==> src/hdl/BackendPkg.sv <==
package BackendPkg;

    //////////////////////////////////////////////////////////////////////
    // Sizes and latencies
    //////////////////////////////////////////////////////////////////////

    localparam int ROB_DEPTH = 8;
    localparam int ROB_IDX_W = 3;
    localparam int NUM_PHYS  = 12;      // Physical tags handed out by rename
    localparam int TAG_W     = 4;
    localparam int IQ_DEPTH  = 4;
    localparam int IQ_PTR_W  = 2;
    localparam int ID_W      = 8;

    localparam int ALU_LAT   = 1;
    localparam int LSU_LAT   = 2;
    localparam int MDU_LAT   = 3;

    //////////////////////////////////////////////////////////////////////
    // Types
    //////////////////////////////////////////////////////////////////////

    typedef enum logic [1:0] {
        OP_ALU = 2'd0,
        OP_LSU = 2'd1,
        OP_MDU = 2'd2
    } opClass_t;

    typedef struct packed {
        logic            valid;
        logic [ID_W-1:0] id;
        opClass_t        opClass;
        logic            excFlag;      // Raises a backend flush when it commits
    } inst_t;

    typedef struct packed {
        inst_t                inst;
        logic [TAG_W-1:0]     tag;
        logic [ROB_IDX_W-1:0] robIdx;
    } renamed_t;

    // Request from a stage up to the control unit
    typedef struct packed {
        logic pauseReq;
        logic flushReq;
    } ctrlReq_t;

    typedef struct packed {
        logic pause;
        logic flush;
    } ctrlCmd_t;

    typedef struct packed {
        logic             valid;
        logic [ID_W-1:0]  id;
        logic [TAG_W-1:0] tag;
        logic             excFlag;
    } commit_t;

endpackage

==> src/hdl/BackendTop.sv <==
module BackendTop (
    input  logic                clk,
    input  logic                reset,
    input  BackendPkg::inst_t   inst,
    output logic                inStall,
    output BackendPkg::commit_t commit,
    output logic                flushOut
);
    import BackendPkg::*;

    inst_t                decodeOut;
    inst_t                renameOut;
    renamed_t             dispatchData;
    ctrlReq_t             robReq;
    ctrlCmd_t             decodeCtrl;
    ctrlCmd_t             renameCtrl;
    ctrlCmd_t             robCtrl;
    ctrlCmd_t             iqCtrl;
    ctrlCmd_t             execCtrl;
    logic                 renameRecover;
    logic                 pauseRename;
    logic                 renameAllocatable;
    logic                 dispatch;
    logic [TAG_W-1:0]     allocTag;
    logic [ROB_IDX_W-1:0] allocIdx;
    logic                 aluPush, lsuPush, mduPush;
    logic                 aluReady, lsuReady, mduReady;
    logic                 aluIssue, lsuIssue, mduIssue;
    logic [ROB_IDX_W-1:0] aluIssueIdx, lsuIssueIdx, mduIssueIdx;
    logic                 aluDone, lsuDone, mduDone;
    logic [ROB_IDX_W-1:0] aluDoneIdx, lsuDoneIdx, mduDoneIdx;

    assign inStall  = decodeCtrl.pause || decodeCtrl.flush;
    assign flushOut = robReq.flushReq;

    //////////////////////////////////////////////////////////////////////
    // Decode, rename and dispatch
    //////////////////////////////////////////////////////////////////////

    PipeStageReg i_decodeReg (.clk, .reset, .ctrl(decodeCtrl), .in(inst), .out(decodeOut));
    PipeStageReg i_renameReg (.clk, .reset, .ctrl(renameCtrl), .in(decodeOut), .out(renameOut));

    // Tag and ROB slot are taken as the instruction leaves the rename register
    assign dispatch     = renameOut.valid && !pauseRename;
    assign dispatchData = '{inst: renameOut, tag: allocTag, robIdx: allocIdx};
    assign aluPush      = dispatch && renameOut.opClass == OP_ALU;
    assign lsuPush      = dispatch && renameOut.opClass == OP_LSU;
    assign mduPush      = dispatch && renameOut.opClass == OP_MDU;

    RenameAlloc i_renameAlloc (
        .clk, .reset, .alloc(dispatch), .recover(renameRecover), .commit,
        .tag(allocTag), .renameAllocatable
    );

    IssueQueue i_aluIQ (.clk, .reset, .ctrl(iqCtrl), .push(aluPush), .pushData(dispatchData),
                        .ready(aluReady), .issue(aluIssue), .issueIdx(aluIssueIdx));
    IssueQueue i_lsuIQ (.clk, .reset, .ctrl(iqCtrl), .push(lsuPush), .pushData(dispatchData),
                        .ready(lsuReady), .issue(lsuIssue), .issueIdx(lsuIssueIdx));
    IssueQueue i_mduIQ (.clk, .reset, .ctrl(iqCtrl), .push(mduPush), .pushData(dispatchData),
                        .ready(mduReady), .issue(mduIssue), .issueIdx(mduIssueIdx));

    ExecPipe #(.LATENCY(ALU_LAT)) i_aluPipe (.clk, .reset, .flush(execCtrl.flush),
        .start(aluIssue), .startIdx(aluIssueIdx), .done(aluDone), .doneIdx(aluDoneIdx));
    ExecPipe #(.LATENCY(LSU_LAT)) i_lsuPipe (.clk, .reset, .flush(execCtrl.flush),
        .start(lsuIssue), .startIdx(lsuIssueIdx), .done(lsuDone), .doneIdx(lsuDoneIdx));
    ExecPipe #(.LATENCY(MDU_LAT)) i_mduPipe (.clk, .reset, .flush(execCtrl.flush),
        .start(mduIssue), .startIdx(mduIssueIdx), .done(mduDone), .doneIdx(mduDoneIdx));

    ReorderBuffer i_rob (
        .clk, .reset, .ctrl(robCtrl), .alloc(dispatch), .allocInst(renameOut),
        .allocTag, .allocIdx,
        .aluDone, .aluDoneIdx, .lsuDone, .lsuDoneIdx, .mduDone, .mduDoneIdx,
        .req(robReq), .commit
    );

    // The ROB doubles as the commit stage, so both requests come from it
    CtrlUnitBackend i_ctrlUnit (
        .robReq, .commitReq(robReq),
        .aluIQReady(aluReady), .lsuIQReady(lsuReady), .mduIQReady(mduReady),
        .renameAllocatable,
        .decodeCtrl, .renameCtrl, .robCtrl, .iqCtrl, .execCtrl,
        .renameRecover, .pauseRename
    );

endmodule

==> src/hdl/CtrlUnitBackend.sv <==
module CtrlUnitBackend (
    input  BackendPkg::ctrlReq_t robReq,
    input  BackendPkg::ctrlReq_t commitReq,
    input  logic                 aluIQReady,
    input  logic                 lsuIQReady,
    input  logic                 mduIQReady,
    input  logic                 renameAllocatable,
    output BackendPkg::ctrlCmd_t decodeCtrl,
    output BackendPkg::ctrlCmd_t renameCtrl,
    output BackendPkg::ctrlCmd_t robCtrl,
    output BackendPkg::ctrlCmd_t iqCtrl,
    output BackendPkg::ctrlCmd_t execCtrl,
    output logic                 renameRecover,
    output logic                 pauseRename
);

    // Anything that blocks dispatch also blocks rename
    assign pauseRename =
        robReq.pauseReq ||
        !aluIQReady     ||
        !lsuIQReady     ||
        !mduIQReady;

    // The decode register must also wait for a free physical tag
    assign decodeCtrl.pause =
        robReq.pauseReq ||
        !aluIQReady     ||
        !lsuIQReady     ||
        !mduIQReady     ||
        !renameAllocatable;

    assign renameCtrl.pause = pauseRename;
    assign robCtrl.pause    = 1'b0;
    assign iqCtrl.pause     = 1'b0;     // Pipes are fully pipelined so queues never wait
    assign execCtrl.pause   = 1'b0;

    //////////////////////////////////////////////////////////////////////
    // Commit flush goes to everything at once
    //////////////////////////////////////////////////////////////////////

    assign decodeCtrl.flush = commitReq.flushReq;
    assign renameCtrl.flush = commitReq.flushReq;
    assign robCtrl.flush    = commitReq.flushReq;
    assign iqCtrl.flush     = commitReq.flushReq;
    assign execCtrl.flush   = commitReq.flushReq;
    assign renameRecover    = commitReq.flushReq;

endmodule

==> src/hdl/ExecPipe.sv <==
module ExecPipe #(
    parameter int LATENCY = BackendPkg::ALU_LAT
) (
    input  logic                                clk,
    input  logic                                reset,
    input  logic                                flush,
    input  logic                                start,
    input  logic [BackendPkg::ROB_IDX_W-1:0]    startIdx,
    output logic                                done,
    output logic [BackendPkg::ROB_IDX_W-1:0]    doneIdx
);
    import BackendPkg::*;

    logic [LATENCY-1:0]   validChain;
    logic [ROB_IDX_W-1:0] idxChain [LATENCY];

    assign done    = validChain[LATENCY-1];
    assign doneIdx = idxChain[LATENCY-1];

    // One slot per cycle of latency, so a new op can enter every cycle
    always_ff @(posedge clk) begin
        if (reset || flush) begin
            validChain <= '0;
        end else begin
            validChain[0] <= start;
            for (int i = 1; i < LATENCY; i++) begin
                validChain[i] <= validChain[i-1];
            end
        end
    end

    always_ff @(posedge clk) begin
        idxChain[0] <= startIdx;
        for (int i = 1; i < LATENCY; i++) begin
            idxChain[i] <= idxChain[i-1];
        end
    end

endmodule

==> src/hdl/IssueQueue.sv <==
module IssueQueue (
    input  logic                                clk,
    input  logic                                reset,
    input  BackendPkg::ctrlCmd_t                ctrl,
    input  logic                                push,
    input  BackendPkg::renamed_t                pushData,
    output logic                                ready,
    output logic                                issue,
    output logic [BackendPkg::ROB_IDX_W-1:0]    issueIdx
);
    import BackendPkg::*;

    renamed_t            mem [IQ_DEPTH];
    logic [IQ_PTR_W-1:0] head;
    logic [IQ_PTR_W-1:0] tail;
    logic [IQ_PTR_W:0]   count;

    assign ready    = count != (IQ_PTR_W + 1)'(IQ_DEPTH);
    assign issue    = (count != '0) && !ctrl.pause;   // Head leaves every cycle it exists
    assign issueIdx = mem[head].robIdx;

    always_ff @(posedge clk) begin
        if (reset || ctrl.flush) begin
            head  <= '0;
            tail  <= '0;
            count <= '0;
        end else begin
            if (push) tail <= tail + 1'b1;
            if (issue) head <= head + 1'b1;
            case ({push, issue})
                2'b10:   count <= count + 1'b1;
                2'b01:   count <= count - 1'b1;
                default: count <= count;
            endcase
        end
    end

    always_ff @(posedge clk) begin
        if (push) begin
            mem[tail] <= pushData;
        end
    end

    // The control unit pauses dispatch whenever any queue is full
    noPushWhenFull: assert property (
        @(posedge clk) disable iff (reset) push |-> ready
    );

endmodule

==> src/hdl/PipeStageReg.sv <==
module PipeStageReg (
    input  logic                 clk,
    input  logic                 reset,
    input  BackendPkg::ctrlCmd_t ctrl,
    input  BackendPkg::inst_t    in,
    output BackendPkg::inst_t    out
);

    // Flush beats pause so a stalled stage still empties on an exception
    always_ff @(posedge clk) begin
        if (reset || ctrl.flush) begin
            out.valid <= 1'b0;
        end else if (!ctrl.pause) begin
            out.valid <= in.valid;
        end
        if (!ctrl.pause) begin
            out.id      <= in.id;
            out.opClass <= in.opClass;
            out.excFlag <= in.excFlag;
        end
    end

endmodule

==> src/hdl/RenameAlloc.sv <==
module RenameAlloc (
    input  logic                            clk,
    input  logic                            reset,
    input  logic                            alloc,
    input  logic                            recover,
    input  BackendPkg::commit_t             commit,
    output logic [BackendPkg::TAG_W-1:0]    tag,
    output logic                            renameAllocatable
);
    import BackendPkg::*;

    logic [TAG_W-1:0] tagPtr;
    logic [TAG_W-1:0] freeCount;

    assign tag               = tagPtr;
    assign renameAllocatable = freeCount != '0;

    // After a full flush no tag is held by live work, so everything is free
    always_ff @(posedge clk) begin
        if (reset || recover) begin
            tagPtr    <= '0;
            freeCount <= TAG_W'(NUM_PHYS);
        end else begin
            if (alloc) begin
                if (tagPtr == TAG_W'(NUM_PHYS - 1)) tagPtr <= '0;
                else tagPtr <= tagPtr + 1'b1;
            end
            case ({alloc, commit.valid})
                2'b10:   freeCount <= freeCount - 1'b1;
                2'b01:   freeCount <= freeCount + 1'b1;   // Commit releases its tag
                default: freeCount <= freeCount;
            endcase
        end
    end

    // Dispatch is only gated by pauseRename, so the tag supply must never run dry
    allocOnlyWhenFree: assert property (
        @(posedge clk) disable iff (reset) alloc && !recover |-> renameAllocatable
    );

endmodule

==> src/hdl/ReorderBuffer.sv <==
module ReorderBuffer (
    input  logic                                clk,
    input  logic                                reset,
    input  BackendPkg::ctrlCmd_t                ctrl,
    input  logic                                alloc,
    input  BackendPkg::inst_t                   allocInst,
    input  logic [BackendPkg::TAG_W-1:0]        allocTag,
    output logic [BackendPkg::ROB_IDX_W-1:0]    allocIdx,
    input  logic                                aluDone,
    input  logic [BackendPkg::ROB_IDX_W-1:0]    aluDoneIdx,
    input  logic                                lsuDone,
    input  logic [BackendPkg::ROB_IDX_W-1:0]    lsuDoneIdx,
    input  logic                                mduDone,
    input  logic [BackendPkg::ROB_IDX_W-1:0]    mduDoneIdx,
    output BackendPkg::ctrlReq_t                req,
    output BackendPkg::commit_t                 commit
);
    import BackendPkg::*;

    inst_t                entryInst [ROB_DEPTH];
    logic [TAG_W-1:0]     entryTag  [ROB_DEPTH];
    logic [ROB_DEPTH-1:0] doneVec;
    logic [ROB_IDX_W-1:0] head;
    logic [ROB_IDX_W-1:0] tail;
    logic [ROB_IDX_W:0]   count;
    logic                 full;
    logic                 commitFire;
    logic                 commitValid;
    inst_t                commitInst;
    logic [TAG_W-1:0]     commitTag;
    logic                 flushReg;

    assign full     = count == (ROB_IDX_W + 1)'(ROB_DEPTH);
    assign allocIdx = tail;
    assign req      = '{pauseReq: full, flushReq: flushReg};
    assign commit   = '{valid: commitValid, id: commitInst.id, tag: commitTag,
                        excFlag: commitInst.excFlag};

    // Nothing younger than an exception may commit before the flush arrives
    assign commitFire = (count != '0) && doneVec[head] && !ctrl.pause &&
                        !(commitValid && commitInst.excFlag);

    //////////////////////////////////////////////////////////////////////
    // Pointers, done bits and the commit strobe
    //////////////////////////////////////////////////////////////////////

    always_ff @(posedge clk) begin
        if (reset || ctrl.flush) begin
            head        <= '0;
            tail        <= '0;
            count       <= '0;
            doneVec     <= '0;
            commitValid <= 1'b0;
        end else begin
            if (alloc) begin
                tail          <= tail + 1'b1;
                doneVec[tail] <= 1'b0;
            end
            if (aluDone) doneVec[aluDoneIdx] <= 1'b1;
            if (lsuDone) doneVec[lsuDoneIdx] <= 1'b1;
            if (mduDone) doneVec[mduDoneIdx] <= 1'b1;
            if (commitFire) head <= head + 1'b1;
            case ({alloc, commitFire})
                2'b10:   count <= count + 1'b1;
                2'b01:   count <= count - 1'b1;
                default: count <= count;
            endcase
            commitValid <= commitFire;
        end
    end

    always_ff @(posedge clk) begin
        if (alloc) begin
            entryInst[tail] <= allocInst;
            entryTag[tail]  <= allocTag;
        end
        if (commitFire) begin
            commitInst <= entryInst[head];
            commitTag  <= entryTag[head];
        end
    end

    // Flush follows the exception commit by one cycle
    always_ff @(posedge clk) begin
        if (reset) flushReg <= 1'b0;
        else flushReg <= commitValid && commitInst.excFlag;
    end

    noAllocWhenFull: assert property (
        @(posedge clk) disable iff (reset) alloc |-> !full
    );

    singleCycleFlush: assert property (
        @(posedge clk) disable iff (reset) req.flushReq |=> !req.flushReq
    );

endmodule

==> config.mk <==
export PLATFORM = sky130hd
export DESIGN_NAME = BackendTop
export DESIGN_NICKNAME = d
export VERILOG_FILES = /design/src/hdl/BackendPkg.sv /design/src/hdl/BackendTop.sv /design/src/hdl/CtrlUnitBackend.sv /design/src/hdl/ExecPipe.sv /design/src/hdl/IssueQueue.sv /design/src/hdl/PipeStageReg.sv /design/src/hdl/RenameAlloc.sv /design/src/hdl/ReorderBuffer.sv
export SDC_FILE = /design/constraint.sdc
export NUM_CORES = 1
export LEC_CHECK = 0
export ABC_AREA = 1
export BUFFER_PORTS_ARGS = -buffer_cell sky130_fd_sc_hd__buf_2
export CAP_MARGIN = 20
export CORE_ASPECT_RATIO = 1.4
export CORE_MARGIN = 1.5
export CORE_UTILIZATION = 30
export CTS_CLUSTER_DIAMETER = 100
export DETAILED_ROUTE_END_ITERATION = 16
export PLACE_DENSITY_LB_ADDON = 0.15
export SLEW_MARGIN = 30
export SYNTH_ARGS = -nofsm -noshare
export SYNTH_HDL_FRONTEND = slang
export SYNTH_HIERARCHICAL = 1
export SYNTH_SLANG_ARGS = --single-unit
==> constraint.sdc <==
create_clock -name clk -period 7.8 [get_ports clk]
set_clock_uncertainty 0.15 [all_clocks]
set_input_delay 1.56 -clock clk [delete_from_list [all_inputs] [get_ports clk]]
set_output_delay 1.56 -clock clk [all_outputs]
set_load 0.02 [all_outputs]
**Word-level counts from Yosys, hierarchy flattened**

Memory sizes are Yosys's and may differ from the RTL's. A register that Yosys moved wholly into a read port is not among the register bits.
Index checks and enable logic that the tools add are counted.

- Equality and inequality tests: 17
- Order comparisons: 9
- Bitwise gates (word level): 5
- Reductions and logical operators: 34
- $add $sub $neg: 19
- Muxes and demuxes: 37

Operators with widths:

| operator | count |
|---|---|
| $mux 8 | 7 |
| $or 8x8->8 | 3 |
| $lt 3x4->1 const B | 5 |
| $pmux 3 s2 | 3 |
| $pmux 4 s2 | 2 |
| $add 3x1->3 const B | 5 |
| $mux 1 | 13 |
| $add 2x1->2 const B | 6 |
| $add 4x1->4 const B | 3 |
| $demux 1 s3 | 4 |
| $eq 2x1->1 const B | 6 |
| $eq 2x2->1 const B | 6 |
| $ge 3x1->1 const B | 4 |
| $mux 2 | 6 |
| $logic_and 1x1->1 | 11 |
| $reduce_bool 2->1 | 5 |
| $ne 3x3->1 const B | 3 |
| $reduce_bool 3->1 | 3 |
| $sub 3x1->3 const B | 3 |
| $and 8x8->8 | 1 |
| $eq 4x4->1 const B | 2 |
| $not 8->8 | 1 |
| $reduce_bool 4->1 | 2 |
| $sub 4x1->4 const B | 2 |
| other kinds (5) | 15 |

- Memories kept: 8
- Bits in registers: 79
- RAM bits: 374
- Output and inout port bits: 16

Memories:

| name | words | bits a word | read ports | clocked after Yosys merged registers in | wr ports | RTL line | source |
|---|---|---|---|---|---|---|---|
| i_rob.entryInst | 8 | 12 | 1 | 1 | 1 | ReorderBuffer.sv:20 | `inst_t entryInst [ROB_DEPTH];` |
| i_aluIQ.mem | 4 | 19 | 1 | 1 | 1 | IssueQueue.sv:13 | `renamed_t mem [IQ_DEPTH];` |
| i_lsuIQ.mem | 4 | 19 | 1 | 1 | 1 | IssueQueue.sv:13 |  |
| i_mduIQ.mem | 4 | 19 | 1 | 1 | 1 | IssueQueue.sv:13 |  |
| i_rob.entryTag | 8 | 4 | 1 | 1 | 1 | ReorderBuffer.sv:21 | `logic [TAG_W-1:0] entryTag [ROB_DEPTH];` |
| i_mduPipe.idxChain | 3 | 3 | 3 | 0 | 3 | ExecPipe.sv:15 | `logic [ROB_IDX_W-1:0] idxChain [LATENCY];` |
| 2 more memories | - | - | - | - | - | - |  |

**Longest topological paths before layout**

- Word-level depth: 17
- Mapped depth: 19

**Cells and area by module**

The synthesis kept the hierarchy.

Modules (own cells, without submodules):

| module | times used | cells each | area each (µm²) |
|---|---|---|---|
| ReorderBuffer | 1 | 490 | 5641.7 |
| IssueQueue | 3 | 93 | 939.7 |
| PipeStageReg | 2 | 19 | 379.1 |
| RenameAlloc | 1 | 63 | 456.7 |
| ExecPipe (i_mduPipe) | 1 | 24 | 299.0 |
| ExecPipe (i_lsuPipe) | 1 | 18 | 209.0 |
| CtrlUnitBackend | 1 | 17 | 105.1 |
| ExecPipe (i_aluPipe) | 1 | 7 | 93.8 |
| BackendTop | 1 | 12 | 50.0 |

**Least setup slack after synthesis**

Ideal clock, no wire load.

- Kind: reg-to-output
- Start: register i_rob.count[0]
- End: output inStall
- Arrival: 1.132 ns
- Stages on the path, launching flop included: 8
- Setup slack: 4.958 ns
- Data required time: 6.090 ns
- Cells stage by stage: dfxtp_1 > nor2_1 > nand2_1 > nor2_1 > buf_4 > nor2_2 > nand3_1 > or2_1

RTL lines:

| item | RTL line | source |
|---|---|---|
| start, declared | ReorderBuffer.sv:25 | `logic [ROB_IDX_W:0] count;` |
| start signal, assigned | ReorderBuffer.sv:64 | `2'b10: count <= count + 1'b1;` |
| start signal, assigned | ReorderBuffer.sv:65 | `2'b01: count <= count - 1'b1;` |
| start signal, assigned | ReorderBuffer.sv:66 | `default: count <= count;` |
| end, declared | BackendTop.sv:5 | `output logic inStall,` |

**Final worst setup path**

- Start: register i_rob.head[2]
- End: register i_rob.count[3]

- Word-level cells in the longest chain between the ends: 6

Ends and longest elaborated chain:

| item | RTL line | source |
|---|---|---|
| start, declared | ReorderBuffer.sv:23 | `logic [ROB_IDX_W-1:0] head;` |
| start signal, assigned | ReorderBuffer.sv:62 | `if (commitFire) head <= head + 1'b1;` |
| $bmux 1 s3 * | ReorderBuffer.sv:40 | `assign commitFire = (count != '0) && doneVec[head] && !ctrl.pause &&` |
| $mux 1 (not written as such) * | ReorderBuffer.sv:40 |  |
| $logic_and 1x1->1 * (2 in series) | ReorderBuffer.sv:40 |  |
| named net i_rob.commitFire | ReorderBuffer.sv:27 | `logic commitFire;` |
| $eq 2x1->1 or $eq 2x2->1 (tied branches) | ReorderBuffer.sv:63 | `case ({alloc, commitFire})` |
| $pmux 4 s2 or $reduce_bool 2->1 (tied branches) | - |  |

Mark *: on every way through the listed nets, which the timed path passes. The rest lies on a longest branch. The select of a mux whose other input is x is not followed.
A chain may end at the register's enable or synchronous reset.

==> impl_metrics.py <==
metrics = {
    "outcome": {
        "status": "finished clean",
    },
    "final_layout": {
        "fin_area_sq_um": 11900,
        "nets": 1012,
        "final_cell_mix": "edfxtp_1 (175), nand2_1 (129), nor2_1 (122)",
        "drive_above_1_share_pct": 13.0,
        "layout_commonest_cell": "edfxtp_1",
        "area_growth_pct": 14.2,
        "stdcell_count": 1442,
        "finish.utilization_pct": 34.9,
        "antenna_cells": 0,
    },
    "setup_path": {
        "arrival_ns": 3.93,
        "cp_max_fo": 17,
        "crit_type": "reg2reg",
        "start_kind": "register",
        "worstSetupEndpointType": "register",
        "required_ns": 8.11,
    },
    "die": {
        "dieArea_sq_um": 35900,
        "fp.dieW_um": 161,
        "start_util_pct": 30.5,
        "boundaryPins": 30,
        "die_h_um": 224,
        "coreArea_sq_um": 34100,
        "row_count": 80,
    },
    "global_route": {
        "grt_pass1_vias": 6499,
        "antenna_found_initial": 0,
        "grt_first_pass_wirelength_mm": 35.9,
        "grt_start_max_net_pins": 59,
        "grt-ovfl-total": 0,
        "grt.total_usage_pct": 12.8,
    },
    "drt": {
        "highest_layer": "met4",
        "wl_met1_mm": 9.27,
        "wl_per_cell_um": 15.6,
        "wl_mm": 22.5,
        "avgViaCountPerCell": 4.47,
        "dr_total_vias": 6441,
        "wl_met3_um": 803,
        "drt_first_pass_iters": 4,
        "drtIter0Drc": 297,
        "drc_errors": 0,
        "wl_met2_mm": 11.9,
        "ant_nets": 0,
    },
    "clocking": {
        "path_clk_slew_ns": 0.06,
        "cts_hold_buf": 0,
        "clock_path_buffers": 3,
        "clockRootBuffer": "clkbuf_16",
        "cts_setup_buffers": 0,
        "cts_buffers": 28,
        "clock-sinks": 256,
        "ctsResizeCount": 0,
        "insertion_delay_ns": 0.54,
        "cts_tree": "built",
        "htree_levels": 1,
    },
    "sta": {
        "relSlewSlack_pct": 39.9,
        "setup_viol": 0,
        "worstMarginPinSlew_ns": 0.900,
        "final-hold-violation-count": 0,
        "fin_crit_sh_pct": 46.3,
        "rsz0062_at_grt": "no",
        "layout_setup_ws_ns": 4.19,
        "clock.fmax_ghz": 0.277,
        "setup_tns_ns": 0,
        "hold_ws_ns": 0.174,
        "drv_slew": 0,
        "finalCriticalPeriod_ns": 3.61,
    },
    "power": {
        "ir_drop_uv": 177,
        "power.total_mw": 3.81,
        "power.density_nw_per_um2": 321,
        "power_leakage_nw": 4.49,
    },
    "flow_run": {
        "max_cap_viol_count": 0,
    },
    "place": {
        "dp_hpwl_mm": 15.1,
        "gp_congestion": 0.746,
        "placed_cell_area_sq_um": 10900,
        "port_buffers": 29,
        "placedCellCount": 1390,
        "dp_slack_ns": 4.09,
    },
    "hold_path": {
        "hold_path_class": "reg2reg",
    },
    "synthesis": {
        "ys_warn_count": 6,
        "synth_cells": 947,
        "avgSynthCellArea_sq_um": 11.0,
        "synth_area_sq_um": 10400,
    },
}
## state kept, by name (all words and copies together) (netlist names), 4 cells and up, named ones only
name                     flops
i_rob/entryInst             72
i_rob/entryTag              32
i_aluIQ/mem                 12
i_decodeReg/out             12
i_lsuIQ/mem                 12
i_mduIQ/mem                 12
i_renameReg/out             12
i_mduPipe/idxChain           9
i_rob/commit                 9
i_rob/doneVec                8
i_lsuPipe/idxChain           6
i_renameAlloc/freeCount      4
i_renameAlloc/tag            4
i_rob/commitTag              4
i_rob/count                  4
## area by class of cell
type,instances,area (sq um)
Clock inverter,18,219
Timing Repair Buffer,32,168
Tap cell,451,564
Fill cell,3426,22200
Clock buffer,34,744
Multi-Input combinational cell,541,2900
Sequential cell,256,6880
Inverter,110,425
## critical path: stages, from the launching register on
cell,delay [ns]
dfxtp_1,0.79
inv_1,0.48
nand2_2,0.23
nand3_4,0.12
inv_1,0.55
ha_1,0.38
ha_1,0.30
a21oi_1,0.15
nand2_1,0.08
xnor2_1,0.14
nand2_1,0.06
a21oi_1,0.11
## final timing paths
path                            depth (start not counted)                  endpoint                startpoint  slack, ns
worst max register to register                         11            i_rob/count[3]             i_rob/head[2]       4.19
worst min-delay path                                    0  i_mduPipe/idxChain[0][8]  i_mduPipe/idxChain[0][5]       0.17
worst min register to register                          0  i_mduPipe/idxChain[0][8]  i_mduPipe/idxChain[0][5]       0.17
worst max-delay path                                   11            i_rob/count[3]             i_rob/head[2]       4.19
## where the power goes
| group | leakage [nW] | total, mW | internal, mW | switching, mW |
|---|---|---|---|---|
| sequential | 2.30 | 1.88 | 1.72 | 0.165 |
| clock | 0.472 | 1.38 | 0.844 | 0.532 |
| combinational | 1.72 | 0.557 | 0.186 | 0.371 |
| total | 4.49 | 3.81 | 2.75 | 1.07 |
## routing by layer
metal / track usage (%) / up-vias
met2: 24.4 / 88
met1: 14.7 / 3058
met3: 1.72 / 40
met4: 3.86 / 0
li1: - / 3255
met5: 0 / -
No activity file was read; power rests on OpenSTA's default activity.
